File: src/verilog/rv_decode_defs.svh
`ifndef RV_DECODE_DEFS_SVH
`define RV_DECODE_DEFS_SVH

// instruction word and field widths
`define RV_INST_W       32
`define RV_OPCODE_W     7
`define RV_FUNCT3_W     3
`define RV_FUNCT7_W     7

// every encoded control field is this wide
`define RV_CTRL_W       3

// base opcodes kept by the decoder
`define RV_OPC_LUI          7'b0110111
`define RV_OPC_AUIPC        7'b0010111
`define RV_OPC_JAL          7'b1101111
`define RV_OPC_JALR         7'b1100111
`define RV_OPC_BRANCH       7'b1100011
`define RV_OPC_LOAD         7'b0000011
`define RV_OPC_STORE        7'b0100011

// ALU opcodes, immediate and register forms
`define RV_OPC_OP_IMM       7'b0010011
`define RV_OPC_OP_IMM_32    7'b0011011
`define RV_OPC_OP           7'b0110011
`define RV_OPC_OP_32        7'b0111011

`endif

File: src/verilog/rv_decode_pkg.sv
`default_nettype none

`include "rv_decode_defs.svh"

package rv_decode_pkg;

    localparam int unsigned RV_REG_W = 5;
    // immediate fills what the i view leaves above rs1
    localparam int unsigned RV_IMM_W =
        `RV_INST_W - 2 * RV_REG_W - `RV_FUNCT3_W - `RV_OPCODE_W;

    typedef logic [`RV_FUNCT3_W-1:0] funct3_t;
    typedef logic [`RV_FUNCT7_W-1:0] funct7_t;

    typedef struct packed {
        funct7_t                 funct7;
        logic [RV_REG_W-1:0]     rs2;
        logic [RV_REG_W-1:0]     rs1;
        funct3_t                 funct3;
        logic [RV_REG_W-1:0]     rd;
        logic [`RV_OPCODE_W-1:0] opcode;
    } rv_inst_r_t;

    typedef struct packed {
        logic [RV_IMM_W-1:0]     imm;
        logic [RV_REG_W-1:0]     rs1;
        funct3_t                 funct3;
        logic [RV_REG_W-1:0]     rd;
        logic [`RV_OPCODE_W-1:0] opcode;
    } rv_inst_i_t;

    // same word, register view or immediate view
    typedef union packed {
        rv_inst_r_t r;
        rv_inst_i_t i;
    } rv_inst_u;

    typedef struct packed {
        logic lui;
        logic auipc;
        logic jal;
        logic jalr;
        logic branch;
        logic load;
        logic store;
        logic op_imm;
        logic op_imm_w;
        logic op;
        logic op_w;
        logic shift;
    } inst_class_t;

    typedef enum logic [`RV_CTRL_W-1:0] {
        GEN_NONE   = 3'd0,
        GEN_STORE  = 3'd3,
        GEN_UPPER  = 3'd4,
        GEN_JAL    = 3'd5,
        GEN_ITYPE  = 3'd6,
        GEN_BRANCH = 3'd7
    } gen_type_e;

    typedef enum logic [`RV_CTRL_W-1:0] {
        ALU_NONE = 3'd0,
        ALU_ADD  = 3'd3,
        ALU_SUB  = 3'd4,
        ALU_XOR  = 3'd5,
        ALU_OR   = 3'd6,
        ALU_AND  = 3'd7
    } alu_op_e;

    typedef enum logic [`RV_CTRL_W-1:0] {
        COMP_NONE = 3'd0,
        COMP_BEQ  = 3'd2,
        COMP_BNE  = 3'd3,
        COMP_BLT  = 3'd4,
        COMP_BLTU = 3'd5,
        COMP_BGE  = 3'd6,
        COMP_BGEU = 3'd7
    } comp_type_e;

    typedef enum logic [`RV_CTRL_W-1:0] {
        SHIFT_NONE = 3'd0,
        SHIFT_SLL  = 3'd1,
        SHIFT_SLLW = 3'd3,
        SHIFT_SRA  = 3'd4,
        SHIFT_SRL  = 3'd5,
        SHIFT_SRAW = 3'd6,
        SHIFT_SRLW = 3'd7
    } shift_type_e;

    typedef enum logic [`RV_CTRL_W-1:0] {
        ST_NONE = 3'd0,
        ST_SB   = 3'd4,
        ST_SH   = 3'd5,
        ST_SW   = 3'd6,
        ST_SD   = 3'd7
    } store_type_e;

    typedef enum logic [`RV_CTRL_W-1:0] {
        LD_NONE = 3'd0,
        LD_LB   = 3'd1,
        LD_LH   = 3'd2,
        LD_LW   = 3'd3,
        LD_LD   = 3'd4,
        LD_LBU  = 3'd5,
        LD_LHU  = 3'd6,
        LD_LWU  = 3'd7
    } load_type_e;

    typedef struct packed {
        logic       rs1_en;
        logic       rs2_en;
        logic       rd_en;
        logic       jump_base_pc;
        logic       inst_jump;
        logic       inst_branch;
        logic       inst_lui;
        gen_type_e  gen_type;
        comp_type_e comp_type;
    } id_ctrl_t;

    typedef struct packed {
        logic        inst_word;
        logic        slt_s;
        logic        slt_u;
        logic        inst_shift;
        logic        alu_src_pc;
        logic        alu_src_imm;
        logic        shift_num_src;
        shift_type_e shift_type;
        logic        arith_logic;
        logic        inst_auipc;
        alu_op_e     alu_op;
    } ex_ctrl_t;

    typedef struct packed {
        logic        mem_read;
        logic        mem_write;
        load_type_e  load_type;
        store_type_e store_type;
    } mem_ctrl_t;

endpackage

`default_nettype wire
File: src/verilog/ex_ctrl_gen.sv
`timescale 1ns/1ps
`default_nettype none

module ex_ctrl_gen
    import rv_decode_pkg::*;
(
    input  rv_inst_u    inst_i,
    input  inst_class_t class_i,
    output ex_ctrl_t    ex_ctrl_o
);

    funct3_t funct3;
    funct7_t funct7;
    logic    op_base;
    logic    op_alt;
    logic    opw_base;
    logic    opw_alt;
    logic    imm_base;
    logic    imm_alt;
    logic    immw_base;
    logic    immw_alt;
    logic    add_any;
    logic    sub_any;
    logic    slt_s;
    logic    slt_u;
    logic    xor_any;
    logic    or_any;
    logic    and_any;

    assign funct3 = inst_i.r.funct3;
    assign funct7 = inst_i.r.funct7;

    // legal funct7 for register forms and word shifts
    assign op_base   = class_i.op & (funct7 == 7'b0000000);
    assign op_alt    = class_i.op & (funct7 == 7'b0100000);
    assign opw_base  = class_i.op_w & (funct7 == 7'b0000000);
    assign opw_alt   = class_i.op_w & (funct7 == 7'b0100000);
    assign immw_base = class_i.op_imm_w & (funct7 == 7'b0000000);
    assign immw_alt  = class_i.op_imm_w & (funct7 == 7'b0100000);

    // 64-bit shamt owns bit 25, only imm[11:6] picks the shift
    assign imm_base = class_i.op_imm & (inst_i.i.imm[11:6] == 6'b000000);
    assign imm_alt  = class_i.op_imm & (inst_i.i.imm[11:6] == 6'b010000);

    assign add_any = (class_i.op_imm | class_i.op_imm_w | op_base | opw_base)
                     & (funct3 == 3'b000);
    assign sub_any = (op_alt | opw_alt) & (funct3 == 3'b000);
    assign slt_s   = (class_i.op_imm | op_base) & (funct3 == 3'b010);
    assign slt_u   = (class_i.op_imm | op_base) & (funct3 == 3'b011);
    assign xor_any = (class_i.op_imm | op_base) & (funct3 == 3'b100);
    assign or_any  = (class_i.op_imm | op_base) & (funct3 == 3'b110);
    assign and_any = (class_i.op_imm | op_base) & (funct3 == 3'b111);

    always_comb begin
        ex_ctrl_o = '0;
        ex_ctrl_o.inst_word     = class_i.op_imm_w | class_i.op_w;
        ex_ctrl_o.slt_s         = slt_s;
        ex_ctrl_o.slt_u         = slt_u;
        ex_ctrl_o.inst_shift    = class_i.shift;
        // operand a is the pc only for auipc
        ex_ctrl_o.alu_src_pc    = ~class_i.auipc;
        ex_ctrl_o.alu_src_imm   = class_i.auipc | class_i.load | class_i.store
                                  | ((class_i.op_imm | class_i.op_imm_w) & ~class_i.shift);
        ex_ctrl_o.shift_num_src = class_i.shift & (class_i.op_imm | class_i.op_imm_w);
        ex_ctrl_o.arith_logic   = class_i.op_imm | class_i.op_imm_w | class_i.op | class_i.op_w;
        ex_ctrl_o.inst_auipc    = class_i.auipc;

        if (add_any | class_i.auipc | class_i.jal | class_i.jalr
            | class_i.load | class_i.store) begin
            ex_ctrl_o.alu_op = ALU_ADD;
        end else if (sub_any | slt_s | slt_u) begin
            // compare goes through the subtractor
            ex_ctrl_o.alu_op = ALU_SUB;
        end else if (xor_any) begin
            ex_ctrl_o.alu_op = ALU_XOR;
        end else if (or_any) begin
            ex_ctrl_o.alu_op = ALU_OR;
        end else if (and_any) begin
            ex_ctrl_o.alu_op = ALU_AND;
        end

        if (funct3 == 3'b001) begin
            if (imm_base | op_base) begin
                ex_ctrl_o.shift_type = SHIFT_SLL;
            end else if (immw_base | opw_base) begin
                ex_ctrl_o.shift_type = SHIFT_SLLW;
            end
        end else if (funct3 == 3'b101) begin
            if (imm_base | op_base) begin
                ex_ctrl_o.shift_type = SHIFT_SRL;
            end else if (imm_alt | op_alt) begin
                ex_ctrl_o.shift_type = SHIFT_SRA;
            end else if (immw_base | opw_base) begin
                ex_ctrl_o.shift_type = SHIFT_SRLW;
            end else if (immw_alt | opw_alt) begin
                ex_ctrl_o.shift_type = SHIFT_SRAW;
            end
        end
    end

    // shift flag comes from the class decoder, shift type from here
    always_comb begin
        shift_type_a: assert final ((ex_ctrl_o.shift_type == SHIFT_NONE)
                                    || ex_ctrl_o.inst_shift)
            else $error("shift type set on a non-shift instruction");
    end

endmodule

`default_nettype wire

File: src/verilog/id_control_stage.sv
`timescale 1ns/1ps
`default_nettype none

module id_control_stage
    import rv_decode_pkg::*;
(
    input  logic      clk,
    input  logic      arst_n_i,
    input  logic      inst_valid_i,
    input  rv_inst_u  inst_i,
    output logic      valid_o,
    output id_ctrl_t  id_ctrl_o,
    output ex_ctrl_t  ex_ctrl_o,
    output mem_ctrl_t mem_ctrl_o
);

    inst_class_t inst_class;
    id_ctrl_t    id_ctrl_d;
    ex_ctrl_t    ex_ctrl_d;
    mem_ctrl_t   mem_ctrl_d;

    inst_class_decode u_inst_class_decode (
        .inst_i  (inst_i),
        .class_o (inst_class)
    );

    ex_ctrl_gen u_ex_ctrl_gen (
        .inst_i    (inst_i),
        .class_i   (inst_class),
        .ex_ctrl_o (ex_ctrl_d)
    );

    reg_mem_ctrl_gen u_reg_mem_ctrl_gen (
        .inst_i     (inst_i),
        .class_i    (inst_class),
        .id_ctrl_o  (id_ctrl_d),
        .mem_ctrl_o (mem_ctrl_d)
    );

    // valid follows the strobe every cycle
    always_ff @(posedge clk or negedge arst_n_i) begin
        if (!arst_n_i) begin
            valid_o <= 1'b0;
        end else begin
            valid_o <= inst_valid_i;
        end
    end

    // controls load only on a valid instruction, otherwise hold
    always_ff @(posedge clk or negedge arst_n_i) begin
        if (!arst_n_i) begin
            id_ctrl_o  <= '0;
            ex_ctrl_o  <= '0;
            mem_ctrl_o <= '0;
        end else if (inst_valid_i) begin
            id_ctrl_o  <= id_ctrl_d;
            ex_ctrl_o  <= ex_ctrl_d;
            mem_ctrl_o <= mem_ctrl_d;
        end
    end

    // first edge after reset release still sees the cleared valid
    valid_after_reset_a: assert property (@(posedge clk) $rose(arst_n_i) |-> !valid_o)
        else $error("valid_o high in the cycle after reset release");

endmodule

`default_nettype wire

File: src/verilog/inst_class_decode.sv
`timescale 1ns/1ps
`default_nettype none

`include "rv_decode_defs.svh"

module inst_class_decode
    import rv_decode_pkg::*;
(
    input  rv_inst_u    inst_i,
    output inst_class_t class_o
);

    logic [`RV_OPCODE_W-1:0] opcode;

    assign opcode = inst_i.r.opcode;

    // one compare per class against the opcode macros
    always_comb begin
        class_o          = '0;
        class_o.lui      = (opcode == `RV_OPC_LUI);
        class_o.auipc    = (opcode == `RV_OPC_AUIPC);
        class_o.jal      = (opcode == `RV_OPC_JAL);
        class_o.jalr     = (opcode == `RV_OPC_JALR);
        class_o.branch   = (opcode == `RV_OPC_BRANCH);
        class_o.load     = (opcode == `RV_OPC_LOAD);
        class_o.store    = (opcode == `RV_OPC_STORE);
        class_o.op_imm   = (opcode == `RV_OPC_OP_IMM);
        class_o.op_imm_w = (opcode == `RV_OPC_OP_IMM_32);
        class_o.op       = (opcode == `RV_OPC_OP);
        class_o.op_w     = (opcode == `RV_OPC_OP_32);

        // shifts are funct3 x01 in any ALU class
        class_o.shift = (class_o.op_imm | class_o.op_imm_w | class_o.op | class_o.op_w)
                        & (inst_i.r.funct3[1:0] == 2'b01);
    end

    // class flags feed both generators and at most one may be set
    always_comb begin
        class_onehot_a: assert final ($onehot0({class_o.lui, class_o.auipc, class_o.jal,
                                                class_o.jalr, class_o.branch, class_o.load,
                                                class_o.store, class_o.op_imm,
                                                class_o.op_imm_w, class_o.op,
                                                class_o.op_w}))
            else $error("instruction class flags not one-hot");
    end

endmodule

`default_nettype wire

File: src/verilog/reg_mem_ctrl_gen.sv
`timescale 1ns/1ps
`default_nettype none

module reg_mem_ctrl_gen
    import rv_decode_pkg::*;
(
    input  rv_inst_u    inst_i,
    input  inst_class_t class_i,
    output id_ctrl_t    id_ctrl_o,
    output mem_ctrl_t   mem_ctrl_o
);

    funct3_t funct3;
    logic    alu_any;
    logic    imm_alu;

    assign funct3  = inst_i.r.funct3;
    assign alu_any = class_i.op_imm | class_i.op_imm_w | class_i.op | class_i.op_w;
    // immediate ALU ops other than shifts use the i-type immediate
    assign imm_alu = (class_i.op_imm | class_i.op_imm_w) & ~class_i.shift;

    always_comb begin
        id_ctrl_o = '0;
        id_ctrl_o.rs1_en       = class_i.jalr | class_i.branch | class_i.load
                                 | class_i.store | alu_any;
        id_ctrl_o.rs2_en       = class_i.branch | class_i.store | class_i.op | class_i.op_w;
        id_ctrl_o.rd_en        = class_i.lui | class_i.auipc | class_i.jal | class_i.jalr
                                 | class_i.load | alu_any;
        id_ctrl_o.jump_base_pc = class_i.jalr;
        id_ctrl_o.inst_jump    = class_i.jal | class_i.jalr;
        id_ctrl_o.inst_branch  = class_i.branch;
        id_ctrl_o.inst_lui     = class_i.lui;

        if (class_i.store) begin
            id_ctrl_o.gen_type = GEN_STORE;
        end else if (class_i.lui | class_i.auipc) begin
            id_ctrl_o.gen_type = GEN_UPPER;
        end else if (class_i.jal) begin
            id_ctrl_o.gen_type = GEN_JAL;
        end else if (class_i.jalr | class_i.load | imm_alu) begin
            id_ctrl_o.gen_type = GEN_ITYPE;
        end else if (class_i.branch) begin
            id_ctrl_o.gen_type = GEN_BRANCH;
        end

        if (class_i.branch) begin
            case (funct3)
                3'b000:  id_ctrl_o.comp_type = COMP_BEQ;
                3'b001:  id_ctrl_o.comp_type = COMP_BNE;
                3'b100:  id_ctrl_o.comp_type = COMP_BLT;
                3'b101:  id_ctrl_o.comp_type = COMP_BGE;
                3'b110:  id_ctrl_o.comp_type = COMP_BLTU;
                3'b111:  id_ctrl_o.comp_type = COMP_BGEU;
                default: id_ctrl_o.comp_type = COMP_NONE;
            endcase
        end
    end

    always_comb begin
        mem_ctrl_o = '0;
        mem_ctrl_o.mem_read  = class_i.load;
        mem_ctrl_o.mem_write = class_i.store;

        if (class_i.load) begin
            // funct3 111 has no load
            case (funct3)
                3'b000:  mem_ctrl_o.load_type = LD_LB;
                3'b001:  mem_ctrl_o.load_type = LD_LH;
                3'b010:  mem_ctrl_o.load_type = LD_LW;
                3'b011:  mem_ctrl_o.load_type = LD_LD;
                3'b100:  mem_ctrl_o.load_type = LD_LBU;
                3'b101:  mem_ctrl_o.load_type = LD_LHU;
                3'b110:  mem_ctrl_o.load_type = LD_LWU;
                default: mem_ctrl_o.load_type = LD_NONE;
            endcase
        end

        if (class_i.store) begin
            case (funct3)
                3'b000:  mem_ctrl_o.store_type = ST_SB;
                3'b001:  mem_ctrl_o.store_type = ST_SH;
                3'b010:  mem_ctrl_o.store_type = ST_SW;
                3'b011:  mem_ctrl_o.store_type = ST_SD;
                default: mem_ctrl_o.store_type = ST_NONE;
            endcase
        end
    end

    // relies on the class decoder never flagging load and store together
    always_comb begin
        mem_rw_excl_a: assert final (!(mem_ctrl_o.mem_read && mem_ctrl_o.mem_write))
            else $error("memory read and write strobes both set");
    end

endmodule

`default_nettype wire

File: config.mk
export PLATFORM = sky130hd
export DESIGN_NAME = id_control_stage
export DESIGN_NICKNAME = d
export VERILOG_FILES = /design/src/verilog/rv_decode_pkg.sv /design/src/verilog/ex_ctrl_gen.sv /design/src/verilog/id_control_stage.sv /design/src/verilog/inst_class_decode.sv /design/src/verilog/reg_mem_ctrl_gen.sv
export VERILOG_INCLUDE_DIRS = /design/src /design/src/verilog
export SDC_FILE = /design/constraint.sdc
export NUM_CORES = 1
export LEC_CHECK = 0
export ABC_AREA = 1
export BUFFER_PORTS_ARGS = -buffer_cell sky130_fd_sc_hd__buf_2
export CORE_MARGIN = 2
export CORE_UTILIZATION = 47
export CTS_BUF_LIST = sky130_fd_sc_hd__clkbuf_16
export DETAILED_ROUTE_END_ITERATION = 16
export PLACE_DENSITY = 0.77
export SYNTH_ARGS = -nofsm -noshare
export SYNTH_HDL_FRONTEND = slang
export SYNTH_HIERARCHICAL = 1
export SYNTH_SLANG_ARGS = --single-unit
File: constraint.sdc
create_clock -name clk -period 0.8 [get_ports clk]
set_clock_uncertainty 0.1 [all_clocks]
set_input_delay 0.16 -clock clk [delete_from_list [all_inputs] [get_ports clk]]
set_output_delay 0.16 -clock clk [all_outputs]
set_load 0.02 [all_outputs]
* Yosys cells after proc, flatten, opt, wreduce, memory -nomap -nowiden
Index checks and enable logic that the tools add are counted. W data, S select, Z words.
Word-level totals: word-level logic and storage cells 130, input bits 35, output and inout port bits 37, flip-flop bits (word level) 37
Operators by class: eq/ne operators 21, bitwise operators 57, reduce and logical (&&, ||, !) cells 3, mux-type cells 24
Operators with widths (count):
- $mux W3 | 20
- $or A1 B1 Y1 | 37
- $eq A7 B6 Y1 const B | 5
- $eq A7 B5 Y1 const B | 3
- $eq A7 B7 Y1 const B | 3
- $pmux W3 S7 | 1
- $and A1 B1 Y1 | 18
- $pmux W3 S6 | 1
- $eq A3 B3 Y1 const B | 4
- $pmux W3 S4 | 1
- $eq A7 B2 Y1 const B | 1
- $logic_not A7 Y1 | 1
- $eq A3 B2 Y1 const B | 2
- $eq A6 B5 Y1 const B | 1
- $logic_not A6 Y1 | 1
- $eq A3 B1 Y1 const B | 1
- $logic_not A3 Y1 | 1
- $eq A2 B1 Y1 const B | 1
- $mux W2 | 1
- $not A1 Y1 | 2

* Logic depth before layout (Yosys ltp)
depth in word-level cells 12, depth in mapped cells 12, depth with buffers taken out 12

* Cells and area by module
Netlist, hierarchy kept.
By module, submodules not included:
- id_control_stage | area each 1443.9 um^2, cells an instance 153, times used 1, sequential area each 925.9 um^2
- ex_ctrl_gen | area each 465.4 um^2, cells an instance 84, times used 1, sequential area each 0.0 um^2
- reg_mem_ctrl_gen | area each 312.8 um^2, cells an instance 60, times used 1, sequential area each 0.0 um^2
- inst_class_decode | area each 161.4 um^2, cells an instance 38, times used 1, sequential area each 0.0 um^2

* Least setup slack after synthesis
Ideal clock, no wire load.
path type input to register, start point in inst_i[1] (netlist bit), end point reg ex_ctrl_o[6] (netlist bit), library setup time 0.117 ns, arrival 1.139 ns, data required time 0.583 ns, setup slack -0.556 ns, stages 11, path buffers 0, cell sequence nand2_1 inv_2 nand2_2 nor2_1 nand2_1 o21ai_2 nor2_2 nand2_1 nand2_1 nand2_1 nand2_1
RTL lines:
- start, declared | RTL line id_control_stage.sv:10 | input rv_inst_u inst_i,
- end signal, assigned | RTL line id_control_stage.sv:57 | ex_ctrl_o <= ex_ctrl_d;
- end, declared | RTL line id_control_stage.sv:13 | output ex_ctrl_t ex_ctrl_o,

==> impl_metrics.yaml <==
outcome:
  outcome: "finished with violations"
  failed_checks: "setup timing"
logic_synthesis:
  muxShareOfSynthArea: 0
  ys_types: 30
  synth_top_family_by_area: "simple AND/OR/NAND/NOR gates"
  ys_warn_count: 6
  yosys_register_bits: 37
  netlist_area_um2: 2384
  syn_nets: 374
  synth_fa_ha_area_frac: 0.02100
  synthSimpleGateAreaFrac: 0.4220
  synth_largest_area_cell: "dfrtp_1"
  synthXorXnorAreaFrac: 0
  synth_compound_area_frac: 0.03727
  synthTopCellsByArea: "dfrtp_1 39%, nand2_1 21%, nor2_1 5.2%"
  synthCells: 335
  syn_avg_cell_area_um2: 7.115
  synth-seq-area-share: 0.3885
  synth_top_area_frac: 0.3885
route:
  drtIter0Drc: 255
  vias: 2801
  via_per_inst: 5.285
  drc_errors: 0
  wl_per_cell_um: 16.64
  ant_nets: 0
  routed_wirelength_um: 8817
  drtPass1Iterations: 5
critical_path:
  crit_path_frequent_cell: "nand2_1"
  r2r_setup_slack_ps: -240
  crit_arrival_ps: 1460
  cp_cell_sequence: "buf_12, nor2_4, nand2_8, nor2_4, nand2_2, o21ai_4, inv_2, nand4_1, nand2_1, nand2_1, nand2_1"
  cp.required_ps: 860
  r2r_start: "ex_ctrl_o[2]$_DFFE_PN0P_"
  reg2regPathDepth: 4
  crit_fanout: 5
  slowest_delay_ps: 220
  cp-end-kind: "flip-flop"
  critical_path_class: "in -> reg"
  cp_slowest_cell: "nor2_4"
  r2r_end: "ex_ctrl_o[2]$_DFFE_PN0P_"
  start_kind: "input pin"
clock_network:
  cts_tree: "yes"
  cts.clk_slew.worst_paths_ps: 50
  htree_levels: 2
  clock_sinks: 37
  cts-root-buf: "clkbuf_16"
  clock_latency_ps: 280
  clock_path_buffers: 2
  cts_buffers: 5
layout:
  drive_gt1_frac: 0.5616
  syn_to_final_growth_pct: 76.59
  postLayoutCoreUtil: 0.8738
  nNetsFinal: 501
  stdcell_area_um2: 4209
  antennaDiodeCount: 0
timing:
  setup_violations: 73
  relSlewSlack: 0.7708
  slew_viol_final: 0
  worst_slew_pin_slew_ps: 342.6
  worst_slack_ps: -596.9
  hold_viol_final: 0
  period_needed_ps: 1397
  clock.fmax_ghz: 0.7159
  rsz0062_at_grt: "true"
  min_period_over_period: 1.746
global_routing:
  grt_pass1_wl_um: 11810
  grt_usage: 0.2786
  grt_max_degree: 38
  overflow: 0
  antenna_found_initial: 0
  grt_pass1_vias: 2556
flow_run:
  max-cap-violations: 0
pwr:
  clockPowerShare: 0.399
  leakage_nw: 2.258
  p_sw_frac: 0.2782
  seq_power_share: 0.407
  netSwitchingPower_w: 0.001319
  power_w: 0.004741
  power_density_nw_per_um2: 1126
  pwr-share-comb: 0.194
  p_int_w: 0.003422
  peakVddDrop_mv: 1.136
floorplan:
  pin_count: 72
  die_h_um: 75.22
  start_util: 0.4948
  die_w_um: 75.22
  die-area_um2: 5657
  rows: 25
  core_um2: 4817
placement:
  place_ws_ps: -782.8
  gp_congestion: 0.8885
  portBuffers: 56
  placed_area_um2: 3088
  dp_hpwl_um: 4337
worst_hold_path:
  worstHoldStart: "inst_valid_i"
  hold_class: "in -> reg"
  hold_path_depth: 1
  whs_endpoint: "valid_o$_DFF_PN0_"
[metrics by stage]
step           setup TNS [ps]  std cells  hold slack (ps)
5_1_grt                -24720        530           -3.115
2_1_floorplan           -8393        335           -235.6
6_report               -22390        530           0.2470
3_5_place_dp           -20540        482            38.49
3_3_place_gp           -19800        482            38.46
4_1_cts                -19030        511            5.462
[critical path: cells and delay by family]
family	cells	cell delay, ps
simple gates	8	930
compound gates	1	190
buf+inv	2	170
[cell usage in the layout (no fill, tap or decap), types with 2 or more instances in the layout]
cell / netlist / final
clkbuf_16: 0 / 5
a21oi_2: 1 / 4
nand2_8: 0 / 5
nand3_4: 1 / 6
ha_4: 0 / 2
inv_2: 10 / 17
clkinv_2: 0 / 2
nor2_1: 33 / 14
nand2_4: 3 / 5
nor2_4: 2 / 21
dfrtp_1: 37 / 37
inv_6: 0 / 2
a21oi_1: 5 / 2
nand2_1: 133 / 121
nor2_2: 7 / 7
buf_6: 3 / 63
buf_4: 12 / 57
o21ai_2: 1 / 5
nor4_4: 0 / 2
inv_1: 31 / 16
nand3_1: 15 / 5
buf_2: 0 / 11
nand2_2: 14 / 19
nand3_2: 2 / 7
buf_12: 1 / 3
nand4_1: 2 / 2
inv_4: 0 / 7
inv_8: 1 / 2
[synth_stat cells]
cell        n
nand2_1   133
dfrtp_1    37
nor2_1     33
inv_1      31
nand3_1    15
nand2_2    14
buf_4      12
inv_2      10
nor2_2      7
a21oi_1     5
ha_1        4
o21ai_1     4
buf_6       3
nand2_4     3
o21ai_0     3
nand3_2     2
nand4_1     2
nor2_4      2
nor3_1      2
nor4_2      2
or2_1       2
a21oi_2     1
and3_1      1
buf_12      1
clkinv_1    1
inv_8       1
nand3_4     1
nor3_4      1
o21ai_2     1
o21bai_2    1
[cell type report]
| class | instances | area, µm² |
|---|---|---|
| clock inverters | 3 | 13.76 |
| repair buffers | 136 | 1277 |
| multi-input cells | 239 | 1579 |
| well taps | 67 | 83.83 |
| inverters | 43 | 203.9 |
| clock buffers | 5 | 125.1 |
| fillers | 232 | 608.1 |
| flip-flops and latches | 37 | 925.9 |
[state kept, by name, summed over array words and instances, names as in the netlist]
signal / flops
valid_o: 1
id_ctrl_o: 13
mem_ctrl_o: 8
ex_ctrl_o: 15
[power by group through the flow]
| stage | Clock (W) | Combinational [W] | Sequential [W] |
|---|---|---|---|
| 3_3_place_gp | 0 | 0.000646 | 0.00195 |
| 2_1_floorplan | 0 | 0.000332 | 0.00199 |
| 3_5_place_dp | 0 | 0.000662 | 0.00195 |
| 4_1_cts | 0.00187 | 0.000829 | 0.00193 |
| 6_report | 0.00189 | 0.000922 | 0.00193 |
| 5_1_grt | 0.00199 | 0.000980 | 0.00193 |
[logic make-up (layout without fill, tap and decap cells)]
kind of cell / after synthesis / in the layout
AOI/OAI and AO/OA: 15 / 15
adders and majority gates: 4 / 4
buffers and inverters: 59 / 187
DFF: 37 / 37
and+or+nand+nor: 220 / 220
[metal layers]
layer  up-vias  global-route usage  wire length, µm
met5         -                   0                0
met4         0             0.09357              323
met3        38             0.04284              596
met2       171              0.5058             4617
met1      1330              0.3356             3280
li1       1262                   -                -
[worst max-delay path by stage]
stage	startpoint	cells after the start	to
global placement	inst_i[2]	11	ex_ctrl_o[6]$_DFFE_PN0P_
floorplan	inst_i[1]	10	ex_ctrl_o[2]$_DFFE_PN0P_
detailed placement	inst_i[2]	11	ex_ctrl_o[6]$_DFFE_PN0P_
finish	inst_i[2]	11	ex_ctrl_o[6]$_DFFE_PN0P_
CTS	inst_i[3]	12	ex_ctrl_o[2]$_DFFE_PN0P_
global route	inst_i[2]	11	ex_ctrl_o[6]$_DFFE_PN0P_
[what timing repair did]
action | in CTS | in global routing
hold endpoints to repair | 37 | 0
setup endpoints to repair | 71 | 73
resized for setup | 158 | 45
hold buffers | 1 | 0
pin swaps | 33 | 37
setup buffers | 20 | 23
Power figures use the tool's default switching activity.
